## src/jtag_bridge_params.svh

```systemverilog
`ifndef JTAG_BRIDGE_PARAMS_SVH
`define JTAG_BRIDGE_PARAMS_SVH

`define JB_OFFSET_ADDR 32'h1000_0000 // word address of the status register
`define JB_DATA_W      32
`define JB_ID_W        4
`define JB_LEN_W       8
`define JB_FIFO_AW     4             // 16 entries per FIFO
`define JB_OP_W        4
`define JB_CYCLE_W     28

// command op codes, anything else is dropped
`define JB_OP_TMS      4'd1
`define JB_OP_IDLE     4'd2
`define JB_OP_SHIFT    4'd3

`endif

```

## src/jtag_bridge_pkg.sv

```systemverilog
`default_nettype none
`include "jtag_bridge_params.svh"

package jtag_bridge_pkg;

    typedef struct packed {
        logic [`JB_ID_W-1:0]  id;
        logic [31:0]          addr;
        logic [`JB_LEN_W-1:0] len;   // beats minus one
        logic [1:0]           burst; // 0 fixed, 1 incr
    } bus_addr_t;

    typedef struct packed {
        logic [`JB_DATA_W-1:0]   data;
        logic [`JB_DATA_W/8-1:0] strb;
        logic                    last;
    } bus_wdata_t;

    typedef struct packed {
        logic [`JB_ID_W-1:0] id;
        logic [1:0]          resp;
    } bus_bresp_t;

    typedef struct packed {
        logic [`JB_ID_W-1:0]   id;
        logic [`JB_DATA_W-1:0] data;
        logic [1:0]            resp;
        logic                  last;
    } bus_rdata_t;

    typedef struct packed {
        logic [6:0] rsvd_31_25;
        logic       cmd_done;
        logic [4:0] rsvd_23_19;
        logic       cmd_full;
        logic       cmd_empty;
        logic       cmd_clear;
        logic [4:0] rsvd_15_11;
        logic       in_full;
        logic       in_empty;
        logic       in_clear;
        logic [4:0] rsvd_7_3;
        logic       out_full;
        logic       out_empty;
        logic       out_clear;
    } status_fields_t;

    typedef union packed {
        logic [31:0]    raw;
        status_fields_t f;
    } status_word_u;

    typedef struct packed {
        logic [`JB_OP_W-1:0]    op;
        logic [`JB_CYCLE_W-1:0] cycles; // tck pulses to run
    } cmd_fields_t;

    typedef union packed {
        logic [31:0] raw;
        cmd_fields_t f;
    } cmd_word_u;

endpackage

`default_nettype wire

```

## src/sync_fifo.sv

```systemverilog
`timescale 1ns/10ps
`default_nettype none
`include "jtag_bridge_params.svh"

module sync_fifo #(
    parameter int WIDTH = `JB_DATA_W
) (
    input  wire              clk,
    input  wire              jtag_rstn_sync,
    input  wire              clear,
    input  wire              push,
    input  wire [WIDTH-1:0]  push_data,
    input  wire              pop,
    output logic [WIDTH-1:0] head,
    output logic             empty,
    output logic             full
);
    localparam int DEPTH = 1 << `JB_FIFO_AW;

    logic [WIDTH-1:0]      mem [DEPTH];
    logic [`JB_FIFO_AW-1:0] wr_ptr, rd_ptr;
    logic [`JB_FIFO_AW:0]   count;
    logic                  do_push, do_pop;

    assign do_push = push && !full && !clear;
    assign do_pop  = pop && !empty && !clear;
    assign empty   = count == '0;
    assign full    = count == (`JB_FIFO_AW+1)'(DEPTH);
    assign head    = mem[rd_ptr]; // show-ahead

    always_ff @(posedge clk or negedge jtag_rstn_sync) begin
        if (!jtag_rstn_sync) begin
            wr_ptr <= '0;
            rd_ptr <= '0;
            count  <= '0;
        end else if (clear) begin
            wr_ptr <= '0;
            rd_ptr <= '0;
            count  <= '0;
        end else begin
            if (do_push) wr_ptr <= wr_ptr + 1'b1;
            if (do_pop) rd_ptr <= rd_ptr + 1'b1;
            case ({do_push, do_pop})
                2'b10:   count <= count + 1'b1;
                2'b01:   count <= count - 1'b1;
                default: count <= count;
            endcase
        end
    end

    always_ff @(posedge clk) begin
        if (do_push) mem[wr_ptr] <= push_data;
    end

    no_overflow_a: assert property (@(posedge clk) disable iff (!jtag_rstn_sync)
        push |-> !full);
    no_underflow_a: assert property (@(posedge clk) disable iff (!jtag_rstn_sync)
        pop |-> !empty);

endmodule

`default_nettype wire

```

## src/tap_shifter.sv

```systemverilog
`timescale 1ns/10ps
`default_nettype none
`include "jtag_bridge_params.svh"

module tap_shifter (
    input  wire                             clk,
    input  wire                             jtag_rstn_sync,
    input  wire jtag_bridge_pkg::cmd_word_u cmd_head,
    input  wire                             cmd_empty,
    input  wire [`JB_DATA_W-1:0]            in_head,
    input  wire                             in_empty,
    input  wire                             out_full,
    input  wire                             tdo,
    output logic                            cmd_pop,
    output logic                            in_pop,
    output logic                            out_push,
    output logic [`JB_DATA_W-1:0]           out_data,
    output logic                            busy,
    output logic                            tck,
    output logic                            tms,
    output logic                            tdi
);
    localparam int IW = $clog2(`JB_DATA_W);

    logic [`JB_OP_W-1:0]    op;
    logic [`JB_CYCLE_W-1:0] remaining;  // pulses still to run
    logic [`JB_DATA_W-1:0]  in_word;
    logic [IW-1:0]          in_idx;
    logic                   have_word;
    logic [IW:0]            cap_cnt;    // bits captured into out_data
    logic                   pend_push;
    logic                   is_shift, need_word, stall, op_ok, last_pulse, run_low;

    assign is_shift   = op == `JB_OP_SHIFT;
    assign need_word  = is_shift && !have_word;
    assign stall      = (pend_push && out_full) || (need_word && in_empty);
    assign op_ok      = cmd_head.f.op == `JB_OP_TMS || cmd_head.f.op == `JB_OP_IDLE ||
                        cmd_head.f.op == `JB_OP_SHIFT;
    assign last_pulse = remaining == `JB_CYCLE_W'(1);
    assign run_low    = busy && !tck;

    assign cmd_pop  = !busy && !cmd_empty;
    assign in_pop   = run_low && remaining != '0 && !stall && need_word;
    assign out_push = run_low && pend_push && !out_full;

    always_ff @(posedge clk or negedge jtag_rstn_sync) begin
        if (!jtag_rstn_sync) begin
            busy      <= 1'b0;
            op        <= '0;
            remaining <= '0;
            tck       <= 1'b0;
            tms       <= 1'b0;
            tdi       <= 1'b0;
            in_idx    <= '0;
            have_word <= 1'b0;
            cap_cnt   <= '0;
            pend_push <= 1'b0;
            out_data  <= '0;
        end else if (!busy) begin
            if (cmd_pop) begin
                op        <= cmd_head.f.op;
                remaining <= cmd_head.f.cycles;
                busy      <= op_ok && cmd_head.f.cycles != '0; // bad op or zero is dropped
            end
        end else if (!tck) begin
            if (out_push) begin
                pend_push <= 1'b0;
                cap_cnt   <= '0;
                out_data  <= '0; // zero fill for a partial word
            end
            if (remaining == '0) begin
                busy <= pend_push && out_full; // wait for the last push
            end else if (!stall) begin
                tck <= 1'b1;
                tms <= op == `JB_OP_TMS;
                tdi <= is_shift && (have_word ? in_word[in_idx] : in_head[0]);
                if (need_word) have_word <= 1'b1;
            end
        end else begin
            tck       <= 1'b0;
            remaining <= remaining - 1'b1;
            if (is_shift) begin
                out_data[cap_cnt[IW-1:0]] <= tdo; // sampled at end of tck high
                cap_cnt <= cap_cnt + 1'b1;
                in_idx  <= in_idx + 1'b1;
                if (in_idx == IW'(`JB_DATA_W - 1) || last_pulse) begin
                    have_word <= 1'b0;
                    in_idx    <= '0;
                end
                if (cap_cnt == (IW+1)'(`JB_DATA_W - 1) || last_pulse) pend_push <= 1'b1;
            end
        end
    end

    always_ff @(posedge clk) begin
        if (in_pop) in_word <= in_head;
    end

    pins_stable_a: assert property (@(posedge clk) disable iff (!jtag_rstn_sync)
        tck |=> $stable({tms, tdi}));

endmodule

`default_nettype wire

```

## src/jtag_bus_ctrl.sv

```systemverilog
`timescale 1ns/10ps
`default_nettype none
`include "jtag_bridge_params.svh"

module jtag_bus_ctrl (
    input  wire                              clk,
    input  wire                              jtag_rstn_sync,
    input  wire jtag_bridge_pkg::bus_addr_t  aw,
    input  wire                              aw_valid,
    output logic                             aw_ready,
    input  wire jtag_bridge_pkg::bus_wdata_t w,
    input  wire                              w_valid,
    output logic                             w_ready,
    output jtag_bridge_pkg::bus_bresp_t      b,
    output logic                             b_valid,
    input  wire                              b_ready,
    input  wire jtag_bridge_pkg::bus_addr_t  ar,
    input  wire                              ar_valid,
    output logic                             ar_ready,
    output jtag_bridge_pkg::bus_rdata_t      r,
    output logic                             r_valid,
    input  wire                              r_ready,
    input  wire                              in_full,
    input  wire                              in_empty,
    input  wire                              cmd_full,
    input  wire                              cmd_empty,
    input  wire                              out_full,
    input  wire                              out_empty,
    input  wire [`JB_DATA_W-1:0]             out_head,
    input  wire                              shifter_busy,
    output logic                             in_push,
    output logic                             cmd_push,
    output logic [`JB_DATA_W-1:0]            push_data,
    output logic                             out_pop,
    output logic                             in_clear,
    output logic                             cmd_clear,
    output logic                             out_clear
);
    localparam logic [31:0] STAT_ADDR = `JB_OFFSET_ADDR;
    localparam logic [31:0] OUT_ADDR  = `JB_OFFSET_ADDR + 32'd1;
    localparam logic [31:0] IN_ADDR   = `JB_OFFSET_ADDR + 32'd2;
    localparam logic [31:0] CMD_ADDR  = `JB_OFFSET_ADDR + 32'd3;

    typedef enum logic [1:0] {WR_IDLE, WR_DATA, WR_RESP} wr_state_t;
    typedef enum logic {RD_IDLE, RD_DATA} rd_state_t;

    wr_state_t                     wr_state;
    rd_state_t                     rd_state;
    logic [`JB_ID_W-1:0]           wr_id, rd_id;
    logic [31:0]                   wr_addr, rd_addr;
    logic [1:0]                    wr_burst, rd_burst;
    logic [`JB_LEN_W-1:0]          rd_len, rd_cnt;
    logic                          wr_err, rd_err; // sticky over the burst
    logic                          wr_beat_err, rd_beat_err, w_fire, wr_ok, r_fire;
    jtag_bridge_pkg::status_word_u stat_wr, stat_rd;

    // write channel
    assign aw_ready    = wr_state == WR_IDLE;
    assign wr_beat_err = wr_burst[1] || wr_addr < STAT_ADDR || wr_addr > CMD_ADDR ||
                         wr_addr == OUT_ADDR;
    assign w_ready     = wr_state == WR_DATA &&
                         (wr_beat_err || !((wr_addr == IN_ADDR && in_full) ||
                                           (wr_addr == CMD_ADDR && cmd_full)));
    assign w_fire      = w_valid && w_ready;
    assign wr_ok       = w_fire && !wr_beat_err; // error beats are dropped
    assign in_push     = wr_ok && wr_addr == IN_ADDR;
    assign cmd_push    = wr_ok && wr_addr == CMD_ADDR;
    assign push_data   = w.data;
    assign b_valid     = wr_state == WR_RESP;
    assign b.id        = wr_id;
    assign b.resp      = wr_err ? 2'b10 : 2'b00;

    always_ff @(posedge clk or negedge jtag_rstn_sync) begin
        if (!jtag_rstn_sync) begin
            wr_state <= WR_IDLE;
            wr_err   <= 1'b0;
        end else begin
            case (wr_state)
                WR_IDLE: if (aw_valid) begin
                    wr_state <= WR_DATA;
                    wr_err   <= 1'b0;
                end
                WR_DATA: if (w_fire) begin
                    wr_err <= wr_err || wr_beat_err;
                    if (w.last) wr_state <= WR_RESP;
                end
                WR_RESP: if (b_ready) wr_state <= WR_IDLE;
                default: wr_state <= WR_IDLE;
            endcase
        end
    end

    always_ff @(posedge clk) begin
        if (aw_valid && aw_ready) begin
            wr_id    <= aw.id;
            wr_addr  <= aw.addr;
            wr_burst <= aw.burst;
        end else if (w_fire && wr_burst == 2'b01) begin
            wr_addr <= wr_addr + 32'd1;
        end
    end

    // status register, byte strobes on the raw view
    always_comb begin
        stat_wr.raw = '0;
        for (int i = 0; i < `JB_DATA_W / 8; i++) begin
            if (w.strb[i]) stat_wr.raw[8*i +: 8] = w.data[8*i +: 8];
        end
    end

    always_ff @(posedge clk or negedge jtag_rstn_sync) begin
        if (!jtag_rstn_sync) begin
            out_clear <= 1'b0;
            in_clear  <= 1'b0;
            cmd_clear <= 1'b0;
        end else begin
            out_clear <= wr_ok && wr_addr == STAT_ADDR && stat_wr.f.out_clear; // one cycle
            in_clear  <= wr_ok && wr_addr == STAT_ADDR && stat_wr.f.in_clear;
            cmd_clear <= wr_ok && wr_addr == STAT_ADDR && stat_wr.f.cmd_clear;
        end
    end

    always_comb begin
        stat_rd.raw         = '0;
        stat_rd.f.out_clear = out_clear;
        stat_rd.f.out_empty = out_empty;
        stat_rd.f.out_full  = out_full;
        stat_rd.f.in_clear  = in_clear;
        stat_rd.f.in_empty  = in_empty;
        stat_rd.f.in_full   = in_full;
        stat_rd.f.cmd_clear = cmd_clear;
        stat_rd.f.cmd_empty = cmd_empty;
        stat_rd.f.cmd_full  = cmd_full;
        stat_rd.f.cmd_done  = !shifter_busy && cmd_empty;
    end

    // read channel
    assign ar_ready    = rd_state == RD_IDLE;
    assign rd_beat_err = rd_burst[1] || rd_addr < STAT_ADDR || rd_addr > OUT_ADDR;
    assign r_valid     = rd_state == RD_DATA &&
                         (rd_beat_err || rd_addr == STAT_ADDR || !out_empty);
    assign r_fire      = r_valid && r_ready;
    assign out_pop     = r_fire && !rd_beat_err && rd_addr == OUT_ADDR;
    assign r.id        = rd_id;
    assign r.data      = rd_beat_err ? '1 : (rd_addr == STAT_ADDR ? stat_rd.raw : out_head);
    assign r.resp      = (rd_err || rd_beat_err) ? 2'b10 : 2'b00;
    assign r.last      = rd_cnt == rd_len;

    always_ff @(posedge clk or negedge jtag_rstn_sync) begin
        if (!jtag_rstn_sync) begin
            rd_state <= RD_IDLE;
            rd_cnt   <= '0;
            rd_err   <= 1'b0;
        end else if (rd_state == RD_IDLE) begin
            rd_cnt <= '0;
            rd_err <= 1'b0;
            if (ar_valid) rd_state <= RD_DATA;
        end else if (r_fire) begin
            rd_cnt <= rd_cnt + 1'b1;
            rd_err <= rd_err || rd_beat_err;
            if (r.last) rd_state <= RD_IDLE;
        end
    end

    always_ff @(posedge clk) begin
        if (ar_valid && ar_ready) begin
            rd_id    <= ar.id;
            rd_addr  <= ar.addr;
            rd_len   <= ar.len;
            rd_burst <= ar.burst;
        end else if (r_fire && rd_burst == 2'b01) begin
            rd_addr <= rd_addr + 32'd1;
        end
    end

    b_hold_a: assert property (@(posedge clk) disable iff (!jtag_rstn_sync)
        b_valid && !b_ready |=> b_valid && $stable(b));
    w_ready_a: assert property (@(posedge clk) disable iff (!jtag_rstn_sync)
        w_ready |-> wr_state == WR_DATA);

endmodule

`default_nettype wire

```

## src/jtag_bridge.sv

```systemverilog
`timescale 1ns/10ps
`default_nettype none
`include "jtag_bridge_params.svh"

module jtag_bridge (
    input  wire                              clk,
    input  wire                              jtag_rstn_sync,
    input  wire jtag_bridge_pkg::bus_addr_t  aw,
    input  wire                              aw_valid,
    output logic                             aw_ready,
    input  wire jtag_bridge_pkg::bus_wdata_t w,
    input  wire                              w_valid,
    output logic                             w_ready,
    output jtag_bridge_pkg::bus_bresp_t      b,
    output logic                             b_valid,
    input  wire                              b_ready,
    input  wire jtag_bridge_pkg::bus_addr_t  ar,
    input  wire                              ar_valid,
    output logic                             ar_ready,
    output jtag_bridge_pkg::bus_rdata_t      r,
    output logic                             r_valid,
    input  wire                              r_ready,
    output logic                             tck,
    output logic                             tms,
    output logic                             tdi,
    input  wire                              tdo
);
    logic                      in_push, in_pop, in_clear, in_empty, in_full;
    logic                      cmd_push, cmd_pop, cmd_clear, cmd_empty, cmd_full;
    logic                      out_push, out_pop, out_clear, out_empty, out_full;
    logic [`JB_DATA_W-1:0]     push_data, in_head, out_data, out_head;
    jtag_bridge_pkg::cmd_word_u cmd_head;
    logic                      shifter_busy;

    jtag_bus_ctrl jtag_bus_ctrl_inst (
        .clk(clk), .jtag_rstn_sync(jtag_rstn_sync),
        .aw(aw), .aw_valid(aw_valid), .aw_ready(aw_ready),
        .w(w), .w_valid(w_valid), .w_ready(w_ready),
        .b(b), .b_valid(b_valid), .b_ready(b_ready),
        .ar(ar), .ar_valid(ar_valid), .ar_ready(ar_ready),
        .r(r), .r_valid(r_valid), .r_ready(r_ready),
        .in_full(in_full), .in_empty(in_empty), .cmd_full(cmd_full), .cmd_empty(cmd_empty),
        .out_full(out_full), .out_empty(out_empty), .out_head(out_head),
        .shifter_busy(shifter_busy),
        .in_push(in_push), .cmd_push(cmd_push), .push_data(push_data), .out_pop(out_pop),
        .in_clear(in_clear), .cmd_clear(cmd_clear), .out_clear(out_clear)
    );

    sync_fifo #(.WIDTH(`JB_DATA_W)) in_fifo ( // host to tdi
        .clk(clk), .jtag_rstn_sync(jtag_rstn_sync), .clear(in_clear),
        .push(in_push), .push_data(push_data), .pop(in_pop),
        .head(in_head), .empty(in_empty), .full(in_full)
    );

    sync_fifo #(.WIDTH(`JB_DATA_W)) cmd_fifo (
        .clk(clk), .jtag_rstn_sync(jtag_rstn_sync), .clear(cmd_clear),
        .push(cmd_push), .push_data(push_data), .pop(cmd_pop),
        .head(cmd_head), .empty(cmd_empty), .full(cmd_full)
    );

    sync_fifo #(.WIDTH(`JB_DATA_W)) out_fifo ( // tdo to host
        .clk(clk), .jtag_rstn_sync(jtag_rstn_sync), .clear(out_clear),
        .push(out_push), .push_data(out_data), .pop(out_pop),
        .head(out_head), .empty(out_empty), .full(out_full)
    );

    tap_shifter tap_shifter_inst (
        .clk(clk), .jtag_rstn_sync(jtag_rstn_sync),
        .cmd_head(cmd_head), .cmd_empty(cmd_empty),
        .in_head(in_head), .in_empty(in_empty), .out_full(out_full), .tdo(tdo),
        .cmd_pop(cmd_pop), .in_pop(in_pop), .out_push(out_push), .out_data(out_data),
        .busy(shifter_busy), .tck(tck), .tms(tms), .tdi(tdi)
    );

endmodule

`default_nettype wire

```

## config.mk

```make
export PLATFORM = sky130hd
export DESIGN_NAME = jtag_bridge
export DESIGN_NICKNAME = d
export VERILOG_FILES = /design/src/jtag_bridge_pkg.sv /design/src/sync_fifo.sv /design/src/tap_shifter.sv /design/src/jtag_bus_ctrl.sv /design/src/jtag_bridge.sv
export VERILOG_INCLUDE_DIRS = /design/src /design/src/src
export SDC_FILE = /design/constraint.sdc
export NUM_CORES = 2
export LEC_CHECK = 0
export BUFFER_PORTS_ARGS = -buffer_cell sky130_fd_sc_hd__buf_4
export CORE_AREA = 2 2 259 517
export CTS_CLUSTER_DIAMETER = 120
export DETAILED_ROUTE_END_ITERATION = 8
export DIE_AREA = 0 0 261 519
export PLACE_DENSITY = 0.83
export SETUP_SLACK_MARGIN = 0.3
export SYNTH_ARGS = -nofsm -noshare
export SYNTH_HDL_FRONTEND = slang
export SYNTH_HIERARCHICAL = 1
export SYNTH_SLANG_ARGS = --single-unit
```

## constraint.sdc

```tcl
create_clock -name clk -period 5.7 [get_ports clk]
set_input_delay 1.14 -clock clk [delete_from_list [all_inputs] [get_ports clk]]
set_output_delay 1.14 -clock clk [all_outputs]
set_load 0.005 [all_outputs]
```

==> results.md <==
Outcome:
- The flow ran to the end, and the final reports show no timing, DRC or antenna violations.

STA:
- After layout, the worst path uses around nine tenths of the clock period.
- The post-layout worst setup margin is between 0.4 and 0.5 ns.
- Setup violations remaining at the end of the flow were counted as 0.
- Setup repair after global routing left no endpoint under its margin.
- After routing, the total negative slack on setup checks comes to 0 ns.
- The maximum clock rate is about 190 MHz.
- The shortest period the worst path allows is 5.209 ns.
- Across the routed clock network, the largest skew measured is roughly 0.053 ns.
- The total count of hold-check failures in the final report is 0.
- Headroom to the max-slew limit came out at about 9.7%.
- The final worst hold slack is a little under 0.5 ns.
- The max-slew violation total from the final report is 0.
- For the pin with the worst max-slew slack, the measured transition is 1.348 ns.

Clocking:
- Clock-pin slew was measured on the worst setup and hold paths at about 0.06 ns.
- The post-cts gate resize count is 0.
- The maximum count of clock buffers along a single path is 3.
- In this run the clock root is driven by a clkbuf_16.
- The number of hold buffers added after CTS was 0.
- The setup fix buffers added after clock tree synthesis is 0.
- Counting the buffers created by CTS gives between 100 and 150.
- The H-tree generated during clock tree synthesis spans 4 levels.
- The tree built by TritonCTS fans out to between 1,500 and 2,000 sinks.
- The source-to-sink clock delay at the later pin of the worst-skew pair is between 0.7 and 0.8 ns.
- TritonCTS built the clock tree.

Setup path:
- The highest net fanout along the worst path is 33.
- The worst setup path is captured at a primary output.
- The capture point of the worst reg-to-reg path is out_fifo/count[4].
- The arrival time reported for the critical path endpoint is between 4 and 5 ns.
- The class of the most critical setup path is flop to primary output.
- In this run the register-to-register setup slack is around 0.91 ns.
- The highest cell delay on the worst timing path is roughly 1 ns.
- The worst-case reg-to-reg path depth is 15.
- The critical path startpoint category is a flop.
- For this design, the slowest cell found on the critical path is or4_2.
- Data on the critical path is required at its endpoint by 4.56 ns.
- Walking the worst path, the cells encountered are or3_4, or4_4, or4_2, o311ai_0, buf_4.
- The source of the worst register-to-register timing path is out_fifo/count[1].

Synth:
- After synthesis, the largest area contributor takes up 67.68% of total cell area.
- The yosys synthesis warning count is 6.
- Summing every instance area after synthesis gives around 0.073 mm^2.
- Sequential cells were found to cover between 70% and 80% of the synthesized design area.
- The number of instances in the synthesized netlist is between 4,000 and 5,000.
- In the synthesized netlist, the cells that appear most often are 1,652 x edfxtp_1, 407 x mux2i_1, 270 x nand2_1.
- The most numerous cell in the Yosys netlist is edfxtp_1.
- The proportion of register bits with asynchronous set or reset after synthesis is 7.606%.
- The largest total area in the synthesized netlist belongs to edfxtp_1.
- The unique cell type count in the Yosys netlist is 87.
- Among all flip-flop cells after synthesis, the most frequent one is edfxtp_1.
- Yosys attributes the largest share of cell area to edfxtp_1 68%, mux4_2 6.1%, mux2i_1 5.6%.
- After synthesis the netlist holds a flip-flop and latch count of between 1,500 and 2,000.
- The average instance in the mapped netlist occupies around 17 um^2.
- Yosys mapped a number of flops with a built-in enable equal to 1,652.

Placement:
- The placed instance count is between 6,000 and 7,000.
- The worst setup slack after placement is around 1.0 ns.
- The post-DP HPWL is around 100 mm.
- At the end of routability-driven placement, the weighted congestion stood at roughly 0.87.
- Input and output buffers added on the ports amount to around 180.

Route:
- The routed wirelength normalized by instance count is 28.35 um.
- Across all layers, the routed design uses approximately 42,000 vias.
- The number of detailed-route iterations in the first pass is 6.
- The count of routing violations after the opening detailed-route iteration is roughly 5,800.
- The post-route DRC violation count is 0.
- The mean number of vias per cell is 6.608.
- The detail route stage leaves a number of antenna-violating nets equal to 0.
- The total length of routed wires is 179.8 mm.

Floorplanning:
- The number of top-level pins is 190.
- The die footprint is 0.1355 mm^2.
- The initial cell density of the core is a little under three fifths.
- After floorplanning, the core was divided into approximately 190 placement rows.
- The die is 261 um wide.
- The floorplan step set the die height to about 520 um.
- The area of the core is between 0.1 and 0.15 mm^2.

Layout:
- The finished layout holds between 6,000 and 7,000 standard cells, fillers aside.
- The final net count is 4,681.
- From synthesis to final layout, the design area changed by 11.44%.
- Fill cells in the final layout number 8,626.
- The layout cell share with drive strength beyond 1 is 18.35%.
- The core utilization of the finished layout is 61.90%.

Global routing:
- Global routing used a little over a quarter of the available tracks.
- Entering global routing, the biggest net connects between 90 and 100 pins.
- The initial antenna violation count is 7.
- The number of global-route vias before repair is ~43,000.
- For this run the aggregate overflow at the end of global routing stands at 0.
- The first-pass GRT wire length is around 270 mm.

Flow run:
- The number of maximum-capacitance constraint violations is 0.

Worst hold path:
- The startpoint of the most critical hold path is jtag_bus_ctrl_inst/rd_err.
- The end point of the worst hold path is jtag_bus_ctrl_inst/rd_err.
- The count of cells along the worst hold path is 1.
- The path category of the worst min-delay check is flop to flop.

Pwr:
- The leakage power is between 0.02 and 0.03 uW.
- The largest vdd supply drop is roughly 0.34 mV.
- The power per standard cell area is between 300 and 400 mW/mm^2.
-- cell families after synthesis --
group                      after synthesis  synth area share, %
buffers and inverters                  336                2.103
muxes                                  655                12.43
adders and majority gates               44               0.7818
and+or+nand+nor                        782                5.125
AOI/OAI and AO/OA                      629                5.910
xor gates and xnor gates               111                1.326
other                                    1             0.005116
DFF                                   1788                72.32
-- metrics by stage --
step	cell area, um^2	power (uW)
finish	81680	25410
global route	81670	26020
CTS	81670	25520
detailed placement	76770	15380
global placement	76770	15320
floorplan	73320	15120
-- final cells by class --
| cell class | count | area (um^2) | share of cell area, % |
|---|---|---|---|
| flip-flops and latches | 1788 | 53030 | 64.92 |
| multi-input cells | 2223 | 19160 | 23.46 |
| clock buffers | 191 | 4081 | 4.997 |
| repair buffers | 279 | 2198 | 2.691 |
| well taps | 1719 | 2151 | 2.633 |
| clock inverters | 79 | 825.8 | 1.011 |
| inverters | 61 | 229.0 | 0.2803 |
| diodes | 2 | 5.005 | 0.006127 |
-- critical path: cells and delay by family (launching register included) --
kind | cells | cell delay [ns]
AND/OR/NAND/NOR | 3 | 1.90
flip-flops | 1 | 0.43
buffers and inverters | 1 | 0.22
AO/OA/AOI/OAI | 1 | 0.70
-- how the worst max path moves through the flow --
stage | start | end | slack [ns]
after floorplan | w_valid | in_fifo/mem[2][0] | 0.17
after global placement | out_fifo/count[1] | out_fifo/count[4] | 1.09
after detailed placement | out_fifo/count[1] | out_fifo/count[4] | 1.0
after CTS | jtag_bus_ctrl_inst/rd_addr[29] | r[27] | 0.52
after global routing | out_fifo/count[1] | r_valid | 0.41
final | jtag_bus_ctrl_inst/rd_addr[29] | r[27] | 0.49
-- report_power, final --
group / switching [uW] / leakage [uW] / internal (uW)
Sequential: 154 / 0.0166 / 14400
Clock: 4680 / 0.00241 / 5630
Combinational: 328 / 0.00802 / 193
Total: 5160 / 0.0270 / 20200
-- cells in the final DEF (no fill, tap or decap), types with 19 or more instances in the layout --
cell type / instances
nor3_1: 27
xnor2_1: 57
mux2i_1: 407
nor4_1: 28
a21oi_1: 99
nor2_4: 32
o21ai_0: 180
ha_1: 41
clkinv_1: 20
inv_1: 59
clkbuf_1: 27
buf_4: 270
a221oi_1: 161
a22oi_1: 98
nand3_1: 71
mux4_2: 199
clkbuf_16: 153
nand4_1: 24
clkinv_2: 30
dfrtp_1: 129
edfxtp_1: 1652
nor2b_1: 19
a211oi_1: 21
xor2_1: 54
mux2_2: 43
nor2_1: 171
nand2_1: 269
-- flip-flops by register name, indices dropped and copies added, names as in the netlist, 5 cells and up --
name / count
tap_shifter_inst/cap_cnt: 6
tap_shifter_inst/remaining: 28
in_fifo/count: 5
tap_shifter_inst/in_word: 32
out_fifo/count: 5
cmd_fifo/mem: 512
jtag_bus_ctrl_inst/rd_len: 8
tap_shifter_inst/in_idx: 5
jtag_bus_ctrl_inst/wr_addr: 32
out_fifo/mem: 512
cmd_fifo/count: 5
jtag_bus_ctrl_inst/rd_addr: 32
jtag_bus_ctrl_inst/rd_cnt: 8
tap_shifter_inst/out_data: 32
in_fifo/mem: 512
-- layer usage --
layer | GRT usage, % | share of wire [%]
met5 | 0 | 0.032
met4 | 13.36 | 5.3
met3 | 4.760 | 11
met2 | 43.98 | 50
met1 | 33.41 | 34
(Power assumes the default switching activity.)
